$ cat config.mk
export PLATFORM = sky130hd
export DESIGN_NAME = laneAlignTop
export DESIGN_NICKNAME = d
export VERILOG_FILES = /design/src/verilog/laneAlignPkg.sv /design/src/verilog/laneFifoIf.sv /design/src/verilog/laneAlignTop.sv /design/src/verilog/laneEmitter.sv /design/src/verilog/laneBuffer.sv /design/src/verilog/laneRotator.sv
export SDC_FILE = /design/constraint.sdc
export NUM_CORES = 1
export LEC_CHECK = 0
export BUFFER_PORTS_ARGS = -buffer_cell sky130_fd_sc_hd__buf_2
export CAP_MARGIN = 10
export CORE_ASPECT_RATIO = 0.5
export CORE_UTILIZATION = 45
export DETAILED_ROUTE_END_ITERATION = 7
export GPL_TIMING_DRIVEN = 0
export MAX_ROUTING_LAYER = met4
export PLACE_DENSITY = 0.68
export SYNTH_ARGS = -nofsm -noshare
export SYNTH_HDL_FRONTEND = slang
export SYNTH_HIERARCHICAL = 1
export SYNTH_SLANG_ARGS = --single-unit
$ cat constraint.sdc
create_clock -name clk -period 7.1 [get_ports clk]
set_input_delay 1.065 -clock clk [delete_from_list [all_inputs] [get_ports clk]]
set_output_delay 1.065 -clock clk [all_outputs]
set_load 0.005 [all_outputs]
$ cat src/verilog/laneAlignPkg.sv
////////////////////
// Lane alignment package
// Sizes and vector types shared by the rotator, buffer and emitter
////////////////////
`default_nettype none

package laneAlignPkg;

  // Number of byte lanes in one data word
  localparam int NumSymbols = 8;
  // Bits carried by one lane
  localparam int SymbolWidth = 8;
  // Entries held by the alignment buffer
  localparam int FifoDepth = 4;

  // Derived widths; rotate amounts never exceed NumSymbols-1,
  // so no modulo step is needed anywhere
  localparam int WordWidth = NumSymbols * SymbolWidth;
  localparam int RotateWidth = $clog2(NumSymbols);
  // Keep count runs from 0 to NumSymbols inclusive
  localparam int KeepWidth = $clog2(NumSymbols + 1);
  localparam int PtrWidth = $clog2(FifoDepth);
  // Occupancy runs from 0 to FifoDepth inclusive
  localparam int CountWidth = $clog2(FifoDepth + 1);

  // One lane
  typedef logic [SymbolWidth-1:0] symbolT;
  // Full word, lane 0 sits in the low byte
  typedef logic [WordWidth-1:0] wordT;
  // Rotate amount in whole lanes
  typedef logic [RotateWidth-1:0] rotateT;
  // Count of valid low lanes
  typedef logic [KeepWidth-1:0] keepT;
  // Buffer slot index
  typedef logic [PtrWidth-1:0] ptrT;
  // Buffer occupancy
  typedef logic [CountWidth-1:0] countT;

endpackage

`default_nettype wire
$ cat src/verilog/laneFifoIf.sv
////////////////////
// Buffer to emitter link
// Head entry, empty level and pop strobe
////////////////////
`default_nettype none

interface laneFifoIf;
  import laneAlignPkg::*;

  // Head word and its keep count, valid whenever empty is low
  wordT popData;
  keepT popKeep;
  // High while the buffer holds no words
  logic empty;
  // One-cycle strobe, the head is removed on the edge that samples it
  logic pop;

  // The buffer presents its head and takes pops
  modport bufferSide (
    output popData,
    output popKeep,
    output empty,
    input pop
  );

  // The emitter reads the head and issues pops
  modport emitterSide (
    input popData,
    input popKeep,
    input empty,
    output pop
  );

endinterface

`default_nettype wire

$ cat src/verilog/laneAlignTop.sv
////////////////////
// Lane alignment top
// Rotator into buffer into emitter, three cycles input to output
////////////////////
`default_nettype none

module laneAlignTop (
  input logic clk,
  input logic rstN,
  input logic inValid,
  input laneAlignPkg::wordT inData,
  input logic right,
  input laneAlignPkg::rotateT rotate,
  input laneAlignPkg::keepT inKeep,
  input logic drain,
  output logic outValid,
  output laneAlignPkg::wordT outData,
  output logic overflow
);
  import laneAlignPkg::*;

  // Rotator to buffer, a strobe with its word and keep count
  logic rotValid;
  wordT rotData;
  keepT rotKeep;

  // Buffer to emitter
  laneFifoIf fifoBus ();

  // Stage 1, rotate and register
  laneRotator uRotator (
    .clk(clk),
    .rstN(rstN),
    .inValid(inValid),
    .inData(inData),
    .right(right),
    .rotate(rotate),
    .inKeep(inKeep),
    .rotValid(rotValid),
    .rotData(rotData),
    .rotKeep(rotKeep)
  );

  // Stage 2, hold up to four words
  laneBuffer uBuffer (
    .clk(clk),
    .rstN(rstN),
    .rotValid(rotValid),
    .rotData(rotData),
    .rotKeep(rotKeep),
    .fifo(fifoBus.bufferSide),
    .overflow(overflow)
  );

  // Stage 3, pop under drain and mask
  laneEmitter uEmitter (
    .clk(clk),
    .rstN(rstN),
    .drain(drain),
    .fifo(fifoBus.emitterSide),
    .outValid(outValid),
    .outData(outData)
  );

endmodule

`default_nettype wire

$ cat src/verilog/laneEmitter.sv
////////////////////
// Lane emitter
// Drains the buffer and zeroes lanes at or above the keep count
////////////////////
`default_nettype none

module laneEmitter (
  input logic clk,
  input logic rstN,
  input logic drain,
  laneFifoIf.emitterSide fifo,
  output logic outValid,
  output laneAlignPkg::wordT outData
);
  import laneAlignPkg::*;

  // Head word after masking
  wordT maskedWord;

  // Pop whenever drain is high and there is something to take
  assign fifo.pop = drain && !fifo.empty;

  // Lane i survives only if i is below the keep count, so a keep of 0
  // clears the word and a keep of 8 passes it untouched
  for (genvar lane = 0; lane < NumSymbols; lane++) begin : genMask
    symbolT headLane;

    assign headLane = fifo.popData[lane*SymbolWidth +: SymbolWidth];

    assign maskedWord[lane*SymbolWidth +: SymbolWidth] =
      (keepT'(lane) < fifo.popKeep) ? headLane : '0;
  end

  // One outValid pulse per pop
  always_ff @(posedge clk) begin
    if (!rstN) begin
      outValid <= 1'b0;
    end else begin
      outValid <= fifo.pop;
    end
  end

  // Output word is captured on the popping edge and holds until the next pop
  always_ff @(posedge clk) begin
    if (fifo.pop) begin
      outData <= maskedWord;
    end
  end

endmodule

`default_nettype wire

$ cat src/verilog/laneBuffer.sv
////////////////////
// Lane buffer
// Four-entry circular store of rotated words, sticky overflow on drop
////////////////////
`default_nettype none

module laneBuffer (
  input logic clk,
  input logic rstN,
  input logic rotValid,
  input laneAlignPkg::wordT rotData,
  input laneAlignPkg::keepT rotKeep,
  laneFifoIf.bufferSide fifo,
  output logic overflow
);
  import laneAlignPkg::*;

  // Storage for the words and their keep counts
  wordT dataMem [FifoDepth];
  keepT keepMem [FifoDepth];

  // Pointers wrap on their own since FifoDepth is a power of two
  ptrT wrPtr;
  ptrT rdPtr;
  // Number of words currently held
  countT count;

  logic full;
  logic doWrite;
  logic doPop;

  assign full = (count == countT'(FifoDepth));

  // A strobe into a full buffer is dropped, even if a pop
  // frees a slot on the same edge
  assign doWrite = rotValid && !full;

  // The emitter only pops while empty is low
  assign doPop = fifo.pop;

  // Head of the buffer is always on show
  assign fifo.popData = dataMem[rdPtr];
  assign fifo.popKeep = keepMem[rdPtr];
  assign fifo.empty = (count == '0);

  // Pointer and occupancy bookkeeping
  always_ff @(posedge clk) begin
    if (!rstN) begin
      wrPtr <= '0;
      rdPtr <= '0;
      count <= '0;
    end else begin
      if (doWrite) begin
        wrPtr <= wrPtr + 1'b1;
      end
      if (doPop) begin
        rdPtr <= rdPtr + 1'b1;
      end
      // Simultaneous write and pop leave the occupancy unchanged
      case ({doWrite, doPop})
        2'b10: count <= count + 1'b1;
        2'b01: count <= count - 1'b1;
        default: count <= count;
      endcase
    end
  end

  // Storage writes
  always_ff @(posedge clk) begin
    if (doWrite) begin
      dataMem[wrPtr] <= rotData;
      keepMem[wrPtr] <= rotKeep;
    end
  end

  // Overflow stays set from the first dropped word until reset
  always_ff @(posedge clk) begin
    if (!rstN) begin
      overflow <= 1'b0;
    end else if (rotValid && full) begin
      overflow <= 1'b1;
    end
  end

endmodule

`default_nettype wire

$ cat src/verilog/laneRotator.sv
////////////////////
// Lane rotator
// Registered barrel rotate of a word by whole symbols, left or right
////////////////////
`default_nettype none

module laneRotator (
  input logic clk,
  input logic rstN,
  input logic inValid,
  input laneAlignPkg::wordT inData,
  input logic right,
  input laneAlignPkg::rotateT rotate,
  input laneAlignPkg::keepT inKeep,
  output logic rotValid,
  output laneAlignPkg::wordT rotData,
  output laneAlignPkg::keepT rotKeep
);
  import laneAlignPkg::*;

  // Left rotation puts input lane i at output lane (i + R) mod 8
  // Right rotation puts input lane (i + R) mod 8 at output lane i
  // Both are served by one left-rotate network

  // Right by R equals left by NumSymbols - R
  // One extra bit holds the value 8
  logic [RotateWidth:0] invRotateExt;
  // Inverted amount folded back into range
  rotateT invRotate;
  // Amount actually applied by the left-rotate network
  rotateT leftAmount;

  assign invRotateExt = (RotateWidth + 1)'(NumSymbols) - {1'b0, rotate};

  // Dropping the top bit turns a left rotate by 8 into no rotation,
  // so a right rotate by zero stays zero
  assign invRotate = invRotateExt[RotateWidth-1:0];
  assign leftAmount = right ? invRotate : rotate;

  // Stage 0 is the raw input and the last stage is the rotated word
  wordT stages [RotateWidth+1];

  assign stages[0] = inData;

  // Each stage passes its input or rotates it left by 2^stage lanes
  // as the matching bit of the left amount selects
  for (genvar stage = 0; stage < RotateWidth; stage++) begin : genStages
    wordT stageRot;

    // The top lanes wrap around into the bottom of the word
    assign stageRot = {
      stages[stage][WordWidth-1-(SymbolWidth<<stage):0],
      stages[stage][WordWidth-1:WordWidth-(SymbolWidth<<stage)]
    };

    assign stages[stage+1] = leftAmount[stage] ? stageRot : stages[stage];
  end

  // The strobe follows inValid one cycle later
  always_ff @(posedge clk) begin
    if (!rstN) begin
      rotValid <= 1'b0;
    end else begin
      rotValid <= inValid;
    end
  end

  // Word and keep count load only with an accepted input and hold between strobes
  always_ff @(posedge clk) begin
    if (inValid) begin
      rotData <= stages[RotateWidth];
      rotKeep <= inKeep;
    end
  end

endmodule

`default_nettype wire

Word-level counts from Yosys, hierarchy flattened
Memory sizes are Yosys's and may differ from the RTL's. A register that Yosys moved wholly into a read port is not among the register bits.
Cells that the tools add are included.
Cells by class
  $add $sub $neg: 5
  $lt $le $gt $ge: 8
  equal/unequal tests: 3
  mux-type cells: 11
  reductions and logical operators: 7
Operators by type and width (count)
  64-bit two-way mux: 3
  3-bit by 4-bit less-than comparator with 1-bit output, first input constant: 4
  1-bit by 4-bit less-than comparator with 1-bit output, first input constant: 2
  2-bit by 4-bit less-than comparator with 1-bit output, first input constant: 2
  2-bit two-way mux: 4
  3-bit case mux with 2 select lines: 1
  2-bit by 1-bit adder with 2-bit output, second input constant: 2
  3-bit by 1-bit adder with 3-bit output, second input constant: 1
  3-bit equality test, second input constant: 1
  1-bit logical AND: 3
  3-bit zero test: 1
  3-bit two-way mux: 1
  1-bit by 3-bit subtractor with 3-bit output, first input constant: 1
  3-bit by 1-bit subtractor with 3-bit output, second input constant: 1
  2-bit by 1-bit equality test with 1-bit output, second input constant: 1
  2-bit equality test, second input constant: 1
  1-bit zero test: 2
  1-bit two-way mux: 2
  2-bit nonzero test: 1
Word-level totals
  flip-flop bits (word level): 142
  memory bits (writable): 272
  memories: 2
Memory list
  uBuffer.dataMem: words 4, bits a word 64, read ports 1, clocked after Yosys merged registers in 1, wr ports 1, RTL line laneBuffer.sv:19  | wordT dataMem [FifoDepth];
  uBuffer.keepMem: words 4, bits a word 4, read ports 1, clocked after Yosys merged registers in 1, wr ports 1, RTL line laneBuffer.sv:20  | keepT keepMem [FifoDepth];

Depth between registers and ports, before layout
Gate-level depths: netlist of run 1.
  depth after elaboration: 5
  depth in mapped cells: 9
  depth with buffers taken out: 9

Cells and area by module
Netlist of run 1, hierarchy kept.
By module, submodules not included
  laneBuffer: instances 1, cells an instance 409, area an instance 10331.2 um^2, seq. area each 8368.0 um^2
  laneRotator: instances 1, cells an instance 289, area an instance 4394.2 um^2, seq. area each 2062.0 um^2
  laneEmitter: instances 1, cells an instance 140, area an instance 2431.1 um^2, seq. area each 1941.9 um^2

Worst setup path after synthesis of run 1
No wires, ideal clock.
  path type: input -> register
  start: in drain
  end: reg uBuffer.count[2]
  library setup time: 0.076 ns
  arrival time: 5.574 ns
  data required time: 7.024 ns
  setup slack: 1.451 ns
  stages on the path: 7
  buffers on the path: 0
  path through: nor2b_1 -> ha_1 -> inv_1 -> fa_1 -> xor2_1 -> or3_1 -> a21boi_0
Between the ends
  word-level cells in the longest chain between the ends: 3
  elaborated cells on any way between the ends: 5
  classes of those cells: eq/ne: 2; mux: 1; reduce/logical: 2
RTL lines
  start: declaration: RTL line laneAlignTop.sv:15  | input logic drain,
  1-bit logical AND *: RTL line laneEmitter.sv:21  | assign fifo.pop = drain && !fifo.empty;
  2-bit by 1-bit equality test with 1-bit output or 2-bit equality test (tied branches): RTL line laneBuffer.sv:60  | case ({doWrite, doPop})
  3-bit case mux with 2 select lines or 2-bit nonzero test (tied branches)
  end signal: assignment: RTL line laneBuffer.sv:61  | 2'b10: count <= count + 1'b1;
  end signal: assignment: RTL line laneBuffer.sv:62  | 2'b01: count <= count - 1'b1;
  end signal: assignment: RTL line laneBuffer.sv:63  | default: count <= count;
  end: declaration: RTL line laneBuffer.sv:26  | countT count;
Mark *: on every way between the ends. The rest lies on a longest branch, timed or not.
A chain may end at the register's enable or synchronous reset.

==> qor.yml, run 1 <==
outcome:
  run_status: "completed"
finish:
  finalNonFillerCells: 1551
  final_core_util: 0.533
  filler_cell_count_in_the_final_layout: 2854
  seqCellArea_mm2: 0.0124
  multi_input_comb_area_mm2: 0.00438
  final_layout_size_suffix_gt1_frac: 0.362
  area.growth.synth_to_final_pct: 16.5
  antenna-diode-count: 0
  final_net_count: 1110
drt:
  routed-via-count: 8435
  antenna_violating_nets_post_route: 0
  drt-pass1-iter-count: 6
  drc_violation_count_after_routing: 0
  routed_wl_mm: 36.7
  wl_per_cell_um: 23.7
  detailedRoute.firstIterationViolations: 540
  avgViaCountPerCell: 5.44
synth:
  synth_edf_count: 404
  post_synth_instance_area_mm2: 0.0172
  synth.yosys.warnings: 6
  syn-instance-count: 838
  ys_seq_area_frac: 0.721
  synth.ff_latch_count: 416
  synth_async_sr_flop_share: 0
  postSynthNetCount: 921
  yosys_most_used_dff: "edfxtp_1"
  synthesis.area_per_instance_um2: 20.5
  yosys.cell_types.count: 34
critical_path:
  worstSetupEndpointType: "flop"
  worstPathRequired_ns: 7.38
  worstPathMaxFanout: 10
  critical_path_class: "reg2reg"
  r2r.worst_path.cells: 6
  reg2reg_setup_slack_ns: 3.98
  timing.critical_path.arrival_ns: 3.40
  cp-start-kind: "flop"
  setup.worst_path.end: "uEmitter/outData[43]"
  regToRegEndpoint: "uEmitter/outData[43]"
pwr:
  ir_worst_vdd_mv: 0.154
  p_seq_frac: 0.479
  share_comb_of_total_power: 0.208
  total_power_mw: 6.72
  power.density_cell_area_mw_per_mm2: 336
  p_sw_mw: 1.71
  power_switching_share: 0.255
  cell_internal_power_dissipation_mw: 5.00
  leakage_nw: 7.08
  clkPwrFrac: 0.313
floorplan:
  initial_core_util: 0.458
  fp.coreArea_mm2: 0.0375
  die_x_um: 278
  full_die_area_mm2: 0.0390
  boundaryPins: 142
  total_number_of_placement_rows: 50
  height_of_the_die_um: 140
timing:
  setup_viol_count_final: 0
  period_needed_ns: 3.12
  hold_slack_ns: 0.494
  tightest_slew_ns: 1.24
  fmaxAchievable_mhz: 321
  timing.final.crit_share: 0.439
  rsz0062_at_grt: "false"
  slew-limit-headroom: 0.176
  finalHoldViolations: 0
  worst_clock_skew_ns: 0.0120
  timing.setup.tns_ns: 0
  final_max_slew_viol_count: 0
cts:
  clk_pin_slew_worst_paths_ns: 0.06
  cts_hold_buffers: 0
  htree_levels: 2
  quantity_of_gates_resized_following_cts: 0
  worstSkewPairLatency_ns: 0.53
  cts_tree: "built"
  ctsRootBufferMaster: "clkbuf_16"
  cts-root-to-sink-buffers: 3
  cts-buffers-inserted: 39
  postCtsSetupBuffers: 0
  number_of_clock_sinks: 416
place:
  globalplace.congestion: 0.966
  dp.cells: 1479
  buffers_on_ports: 140
  place_hpwl_mm: 24.9
global_routing:
  grt_overflow_total: 0
  grtUsageTotal: 0.197
  grt_start_max_net_pins: 50
  number_of_antenna_violations_at_the_first_check_in_global_routing: 0
  grt_first_pass_wirelength_mm: 54.6
  vias_in_the_first_global_route: 8753
min_path:
  whs_path_depth: 0
  timing.hold.worst.class: "reg2reg"
run:
  timing.max_cap.violations: 0
-- critical path, stage by stage (launching register included) --
cell and delay (ns):
dfxtp_1 0.34, buf_6 0.15, buf_12 0.17, mux4_2 0.58, clkbuf_1 0.33, a21oi_1 1.04, and2b_1 0.28
-- flip-flops by register name, indices dropped and copies added (netlist names), named ones only --
signal / flops
uBuffer/keepMem: 16
uBuffer/dataMem: 256
uBuffer/overflow: 1
uRotator/rotKeep: 4
uRotator/rotData: 64
uRotator/rotValid: 1
uBuffer/count: 3
uBuffer/rdPtr: 2
uEmitter/outValid: 1
uBuffer/wrPtr: 2
uEmitter/outData: 64
-- cell usage after synthesis, types with 2 or more instances --
library cell / n / area (um2)
clkbuf_1: 7 / 26.3
xor2_1: 2 / 17.5
xnor2_1: 2 / 17.5
nand2_1: 6 / 22.5
or3_1: 2 / 12.5
buf_2: 5 / 25.0
o21ai_0: 2 / 10.0
nor2b_1: 26 / 163
and3_1: 8 / 50.1
buf_12: 6 / 120
edfxtp_1: 404 / 12100
and2b_1: 16 / 120
buf_4: 5 / 37.5
mux4_2: 68 / 1530
dfxtp_1: 12 / 240
ha_1: 6 / 75.1
a31oi_1: 2 / 12.5
inv_1: 8 / 30.0
mux2_2: 64 / 721
and2_1: 27 / 169
mux2i_1: 131 / 1310
nor3_1: 2 / 10.0
buf_6: 16 / 180
-- power groups by stage --
stage	registers [mW]	clock network, mW	logic, mW
5_1_grt	3.24	2.24	1.50
3_3_place_gp	3.28	0	1.35
6_report	3.22	2.10	1.40
2_1_floorplan	3.27	0	0.877
3_5_place_dp	3.27	0	1.41
4_1_cts	3.22	2.15	1.42
-- worst min-delay path by stage --
stage / from / end
after detailed placement: uRotator/rotData[46] / uBuffer/dataMem[2][46]
after floorplan: uRotator/rotData[0] / uBuffer/dataMem[0][0]
final: uRotator/rotData[63] / uBuffer/dataMem[1][63]
after global routing: uRotator/rotData[20] / uBuffer/dataMem[3][20]
after global placement: uRotator/rotData[42] / uBuffer/dataMem[0][42]
after CTS: uRotator/rotData[63] / uBuffer/dataMem[1][63]
-- final cells by class --
| type | count | area share |
|---|---|---|
| sequential | 416 | 0.619 |
| timing repair buffer | 148 | 0.0445 |
| inverter | 8 | 0.00150 |
| buffer | 39 | 0.0195 |
| tap | 494 | 0.0309 |
| multi-input combinational | 375 | 0.219 |
| clock buffer | 50 | 0.0540 |
| clock inverter | 21 | 0.0110 |
-- cells by family (layout without fill, tap and decap cells) --
family | Yosys count | after routing | synth area share
and+or+nand+nor | 91 | 91 | 0.0337
DFF | 416 | 416 | 0.721
adders and majority gates | 7 | 7 | 0.00554
muxes | 263 | 263 | 0.208
AOI/OAI and AO/OA | 8 | 8 | 0.00292
xor gates and xnor gates | 6 | 6 | 0.00460
buffers and inverters | 47 | 266 | 0.0244
-- per-stage QoR --
step                      setup WS (ns)  cell area, um2
final                              3.98           20000
after floorplan                    1.45           17200
after CTS                          3.98           20000
after global placement           -0.432           18500
after detailed placement           3.81           18700
after global routing               3.86           20000
-- layout by cell type (no fill, tap or decap), types with 14 or more instances in the layout --
| cell type | n |
|---|---|
| mux2_2 | 64 |
| and2b_1 | 16 |
| mux2i_1 | 131 |
| buf_2 | 144 |
| clkbuf_1 | 14 |
| mux4_2 | 68 |
| and2_1 | 23 |
| clkbuf_16 | 41 |
| nor2b_1 | 25 |
| buf_6 | 16 |
| edfxtp_1 | 404 |
-- per-layer routing --
layer / track usage / vias to the layer above / routed length (um)
met3: 0.0314 / 57 / 1720
li1: - / 3745 / -
met1: 0.259 / 4432 / 15900
met5: - / - / 0
met4: 0.0587 / 0 / 871
met2: 0.318 / 201 / 18200
(Power assumes the default switching activity.)
==> run 2: changes to the inputs <==
- clock period: 7.1 -> 3.1 ns (I/O delays scaled with it)
==> run 2 against run 1 <==
  * Sequential power rose by 130%
  * Final area shrank 0.81%
  * Worst hold slack got worse by 0.38 ns
  * Largest cell class unchanged
  * Global-route usage rose by 0.69 points
  * Clock skew rose by 0.0031 ns
  * Setup slack worse by 3.7 ns
==> qor.yml, run 2 (same netlist as run 1, synthesis figures left out) <==
cts:
  number_of_clock_sinks: 416
  cts-root-to-sink-buffers: 3
  worstSkewPairLatency_ns: 0.53
  htree_levels: 2
  cts_tree: "built"
  ctsRootBufferMaster: "clkbuf_16"
  clk_pin_slew_worst_paths_ns: 0.06
  cts-buffers-inserted: 38
drt:
  avgViaCountPerCell: 5.44
  drt-pass1-iter-count: 7
  antenna_violating_nets_post_route: 0
  drc_violation_count_after_routing: 0
  routed_wl_mm: 37.7
  routed-via-count: 8389
  wl_per_cell_um: 24.4
  detailedRoute.firstIterationViolations: 622
floorplan:
  initial_core_util: 0.458
  full_die_area_mm2: 0.0390
  height_of_the_die_um: 140
  die_x_um: 278
  total_number_of_placement_rows: 50
  fp.coreArea_mm2: 0.0375
  boundaryPins: 142
global_routing:
  vias_in_the_first_global_route: 8879
  grt_start_max_net_pins: 56
  grt_first_pass_wirelength_mm: 56.1
  grt_overflow_total: 0
  grtUsageTotal: 0.204
  number_of_antenna_violations_at_the_first_check_in_global_routing: 1
timing:
  period_needed_ns: 2.84
  rsz0062_at_grt: "false"
  timing.setup.tns_ns: 0
  setup_viol_count_final: 0
  fmaxAchievable_mhz: 352
  finalHoldViolations: 0
  tightest_slew_ns: 1.16
  timing.final.crit_share: 0.917
  final_max_slew_viol_count: 0
  postLayoutSetupSlackWorst_ns: 0.258
  worst_clock_skew_ns: 0.0150
  slew-limit-headroom: 0.220
pwr:
  power.density_cell_area_mw_per_mm2: 753
  cell_internal_power_dissipation_mw: 11.1
  power_switching_share: 0.259
  p_seq_frac: 0.494
  ir_worst_vdd_mv: 0.340
  p_sw_mw: 3.87
  clkPwrFrac: 0.293
  leakage_nw: 6.98
  total_power_mw: 14.9
  share_comb_of_total_power: 0.213
critical_path:
  critical_path_class: "reg2reg"
  reg2reg_setup_slack_ns: 0.26
  cpMostUsedCell: "buf_2"
  r2r.worst_path.cells: 6
  timing.critical_path.arrival_ns: 3.13
  worstPathMaxFanout: 10
  cp_cell_sequence: "buf_2, buf_2, mux4_2, clkbuf_1, a31oi_1, and2b_1"
  crit_path_max_incr_delay_ns: 0.75
  cp-start-kind: "flop"
  crit_family: "buffers and inverters"
  regToRegEndpoint: "uEmitter/outData[51]"
  worstPathRequired_ns: 3.38
  cpMaxStageDelayCell: "a31oi_1"
  critical_path.n_buffers_inverters: 3
  worstSetupEndpointType: "flop"
place:
  globalplace.congestion: 0.874
  postPlaceCellArea_mm2: 0.0187
  placement.setup.worst_slack_ns: 0.0158
  place_hpwl_mm: 25.5
  buffers_on_ports: 140
finish:
  largest_reg_flops: 256
  layout.cells.most_common_list: "edfxtp_1, buf_2, mux2i_1, mux4_2, mux2_2"
  area.growth.synth_to_final_pct: 15.5
  registers.top_by_ff_count: "uBuffer/dataMem"
  final_net_count: 1108
  top_regs: "uBuffer/dataMem (256), uEmitter/outData (64), uRotator/rotData (64)"
  antenna-diode-count: 0
  layout_commonest_cell: "edfxtp_1"
  final_layout_size_suffix_gt1_frac: 0.353
  non_filler_cell_area_final_mm2: 0.0198
min_path:
  hold_path_startpoint: "inKeep[0]"
  min_delay_worst_endpoint: "uRotator/rotKeep[0]"
  timing.hold.worst.class: "in2reg"
  whs_path_depth: 1
outcome:
  run_status: "completed"
run:
  timing.max_cap.violations: 0
## run 2: cell count changes in the layout (fill, tap and decap cells not counted), sizes merged
cell    previous run  this run
inv               11         8
clkbuf            58        56
bufinv             4         1
## run 2: per-layer routing
metal / global-route usage / vias up / share of wire
met1: 0.272 / 4431 / 0.43
met2: 0.333 / 185 / 0.50
met4: 0.0477 / 0 / 0.017
met5: - / - / 0
li1: - / 3731 / -
met3: 0.0300 / 42 / 0.049
## run 2: stage by stage
stage	utilization	cells	hold slack, ns
floorplan	-	838	0.459
global placement	0.493	1472	0.468
detailed placement	0.498	1479	0.484
CTS	0.529	1543	0.0804
global route	0.529	1543	0.0879
finish	0.529	1543	0.110
## run 2: what timing repair did
item | in CTS | in global routing
gates resized for setup | 1 | 0
endpoints found under the setup margin | 1 | 0
setup buffers | 0 | 0
hold endpoints to repair | 0 | 0
hold buffers | 0 | 0
## run 2: area by class of cell
cell class              instances  area, um2
plain buffers                  39        389
clock buffers                  49       1020
flip-flops and latches        416      12400
clock inverters                15        119
inverters                       8       30.0
repair buffers                147        881
fillers                      2833      17700
well taps                     494        618
multi-input cells             375       4390
## run 2: worst max path at each step
stage / startpoint / end / slack [ns] / cells after the start
floorplan: drain / uBuffer/count[2] / 0.17 / 7
global placement: uBuffer/count[0] / uBuffer/dataMem[0][33] / -1.26 / 3
detailed placement: flop / uEmitter/outData[44] / 0.02 / 6
CTS: flop / uEmitter/outData[17] / 0.15 / 5
global route: flop / uEmitter/outData[53] / 0.06 / 6
finish: flop / uEmitter/outData[51] / 0.26 / 6
## run 2: power by group through the flow
stage	registers (mW)	clock network, mW	logic (mW)
4_1_cts	7.38	4.47	3.25
3_3_place_gp	7.48	0	3.12
5_1_grt	7.44	4.68	3.44
6_report	7.37	4.37	3.18
3_5_place_dp	7.49	0	3.23
2_1_floorplan	7.47	0	2.02
==> run 3: changes to the inputs <==
- SETUP_SLACK_MARGIN: default -> 0.5
==> run 3 against run 2 <==
  * Clock skew is 0.0070 ns higher
  * Largest cell class unchanged
  * Register-to-register slack hardly changed
  * Combinational power is 1% higher
  * Non-clock buffer count stayed put
  * Fmax is 0.21% higher
  * Final area is 0.59% higher
  * Critical path depth is 1 lower
  * Utilization is 0.31 points higher
  * Die area stayed put
  * Largest power group unchanged
  * Count of clock-buffer cells in the layout is 2 lower
==> qor.yml, run 3 (same netlist as run 1, synthesis figures left out) <==
outcome:
  run_status: "completed"
timing:
  period_needed_ns: 2.84
  finalHoldViolations: 0
  timing.setup.tns_ns: 0
  worst_clock_skew_ns: 0.0221
  setup_viol_count_final: 0
  rsz0062_at_grt: "true"
  fmaxAchievable_mhz: 353
  slew-limit-headroom: 0.227
  tightest_slew_ns: 1.15
  postLayoutSetupSlackWorst_ns: 0.264
  timing.final.crit_share: 0.915
  final_max_slew_viol_count: 0
  hold_slack_ns: 0.0986
finish:
  filler_cell_count_in_the_final_layout: 2845
  final_layout_size_suffix_gt1_frac: 0.365
  layout_commonest_cell: "edfxtp_1"
  top_regs: "uBuffer/dataMem (256), uEmitter/outData (64), uRotator/rotData (64)"
  multi_input_comb_area_mm2: 0.00441
  final_core_util: 0.532
  final_net_count: 1109
  largest_reg_flops: 256
  seqCellArea_mm2: 0.0124
  area.growth.synth_to_final_pct: 16.2
  registers.top_by_ff_count: "uBuffer/dataMem"
  layout.cells.most_common_list: "edfxtp_1, buf_2, mux2i_1, mux4_2, mux2_2"
drt:
  routed_wl_mm: 37.4
  drt-pass1-iter-count: 5
  detailedRoute.firstIterationViolations: 621
  routed-via-count: 8466
  antenna_violating_nets_post_route: 0
  wl_per_cell_um: 24.1
  avgViaCountPerCell: 5.46
  drc_violation_count_after_routing: 0
floorplan:
  boundaryPins: 142
  total_number_of_placement_rows: 50
  die_x_um: 278
  full_die_area_mm2: 0.0390
  height_of_the_die_um: 140
  fp.coreArea_mm2: 0.0375
  initial_core_util: 0.458
cts:
  number_of_clock_sinks: 416
  ctsRootBufferMaster: "clkbuf_16"
  cts-root-to-sink-buffers: 3
  postCtsSetupBuffers: 0
  cts-buffers-inserted: 39
  clk_pin_slew_worst_paths_ns: 0.06
  cts_tree: "built"
  htree_levels: 2
  worstSkewPairLatency_ns: 0.54
min_path:
  hold_path_startpoint: "inKeep[1]"
  timing.hold.worst.class: "in2reg"
critical_path:
  critical_path_class: "reg2reg"
  crit_family: "simple AND/OR/NAND/NOR gates"
  cp_cell_sequence: "buf_2, buf_2, mux4_2, nor4_2, and2b_1"
  cp-start-kind: "flop"
  timing.critical_path.arrival_ns: 3.13
  crit_cells: 5
  regToRegEndpoint: "uEmitter/outData[0]"
  setup.worst_path.end: "uEmitter/outData[0]"
  critical_path.n_buffers_inverters: 2
  cpMaxStageDelayCell: "nor4_2"
  reg2reg_setup_slack_ns: 0.26
  worstPathMaxFanout: 10
  worstPathRequired_ns: 3.40
  cpMostUsedCell: "buf_2"
  worstSetupEndpointType: "flop"
  r2r.worst_path.cells: 5
  crit_path_max_incr_delay_ns: 1.00
place:
  globalplace.congestion: 0.885
  buffers_on_ports: 140
  placement.setup.worst_slack_ns: -0.0608
  place_hpwl_mm: 25.5
global_routing:
  grtUsageTotal: 0.200
  grt_start_max_net_pins: 61
  vias_in_the_first_global_route: 8993
  number_of_antenna_violations_at_the_first_check_in_global_routing: 1
  grt_overflow_total: 0
  grt_first_pass_wirelength_mm: 55.3
pwr:
  leakage_nw: 7.05
  ir_worst_vdd_mv: 0.398
  power.density_cell_area_mw_per_mm2: 761
  total_power_mw: 15.2
run:
  timing.max_cap.violations: 0
## run 3: cell types whose count changed in the layout (fill, tap and decap cells not counted), moves of 2 or more
cell	change
clkbuf_1	-5
clkinvlp_4	-2
clkbuf_8	+2
clkinv_2	+8
## run 3: final cells by class
| type | count | share of cell area |
|---|---|---|
| sequential | 416 | 0.621 |
| clock buffer | 47 | 0.0530 |
| inverter | 8 | 0.00151 |
| buffer | 39 | 0.0195 |
| multi-input combinational | 375 | 0.221 |
| tap | 494 | 0.0310 |
| clock inverter | 23 | 0.00879 |
| antenna | 1 | 0.000126 |
| timing repair buffer | 147 | 0.0442 |
## run 3: how the worst min path moves through the flow
| stage | endpoint | depth (start not counted) | slack (ns) |
|---|---|---|---|
| finish | uRotator/rotKeep[1] | 1 | 0.1 |
| global route | uRotator/rotKeep[3] | 1 | 0.08 |
| CTS | uRotator/rotKeep[1] | 1 | 0.08 |
| detailed placement | uBuffer/dataMem[3][35] | 0 | 0.48 |
| global placement | uBuffer/overflow | 2 | 0.47 |
| floorplan | uBuffer/dataMem[0][0] | 0 | 0.46 |
## run 3: through the flow
step / area [um2] / std cells
after global routing: 19900 / 1549
final: 19900 / 1550
after detailed placement: 18700 / 1479
after floorplan: 17200 / 838
after CTS: 19900 / 1549
after global placement: 18500 / 1472
## run 3: timing repair
item	CTS	global route
setup endpoints to repair	36	32
gates resized for setup	3	0
hold buffers	0	0
## run 3: worst reg2reg max path: stages, from the launching register on
cell and delay, ns:
dfxtp_1 0.31, buf_2 0.21, buf_2 0.31, mux4_2 0.47, nor4_2 1.00, and2b_1 0.29
## run 3: layer usage
layer,up-vias,track usage,share of wire
li1,3744,-,-
met1,4457,0.257,0.43
met2,209,0.330,0.50
met3,56,0.0310,0.043
met4,0,0.0619,0.027
met5,-,-,0
## run 3: power by group
part	total (mW)	internal [mW]	switching, mW
logic	3.22	1.53	1.69
clock network	4.59	2.60	1.98
registers	7.37	7.12	0.249
total	15.2	11.3	3.92
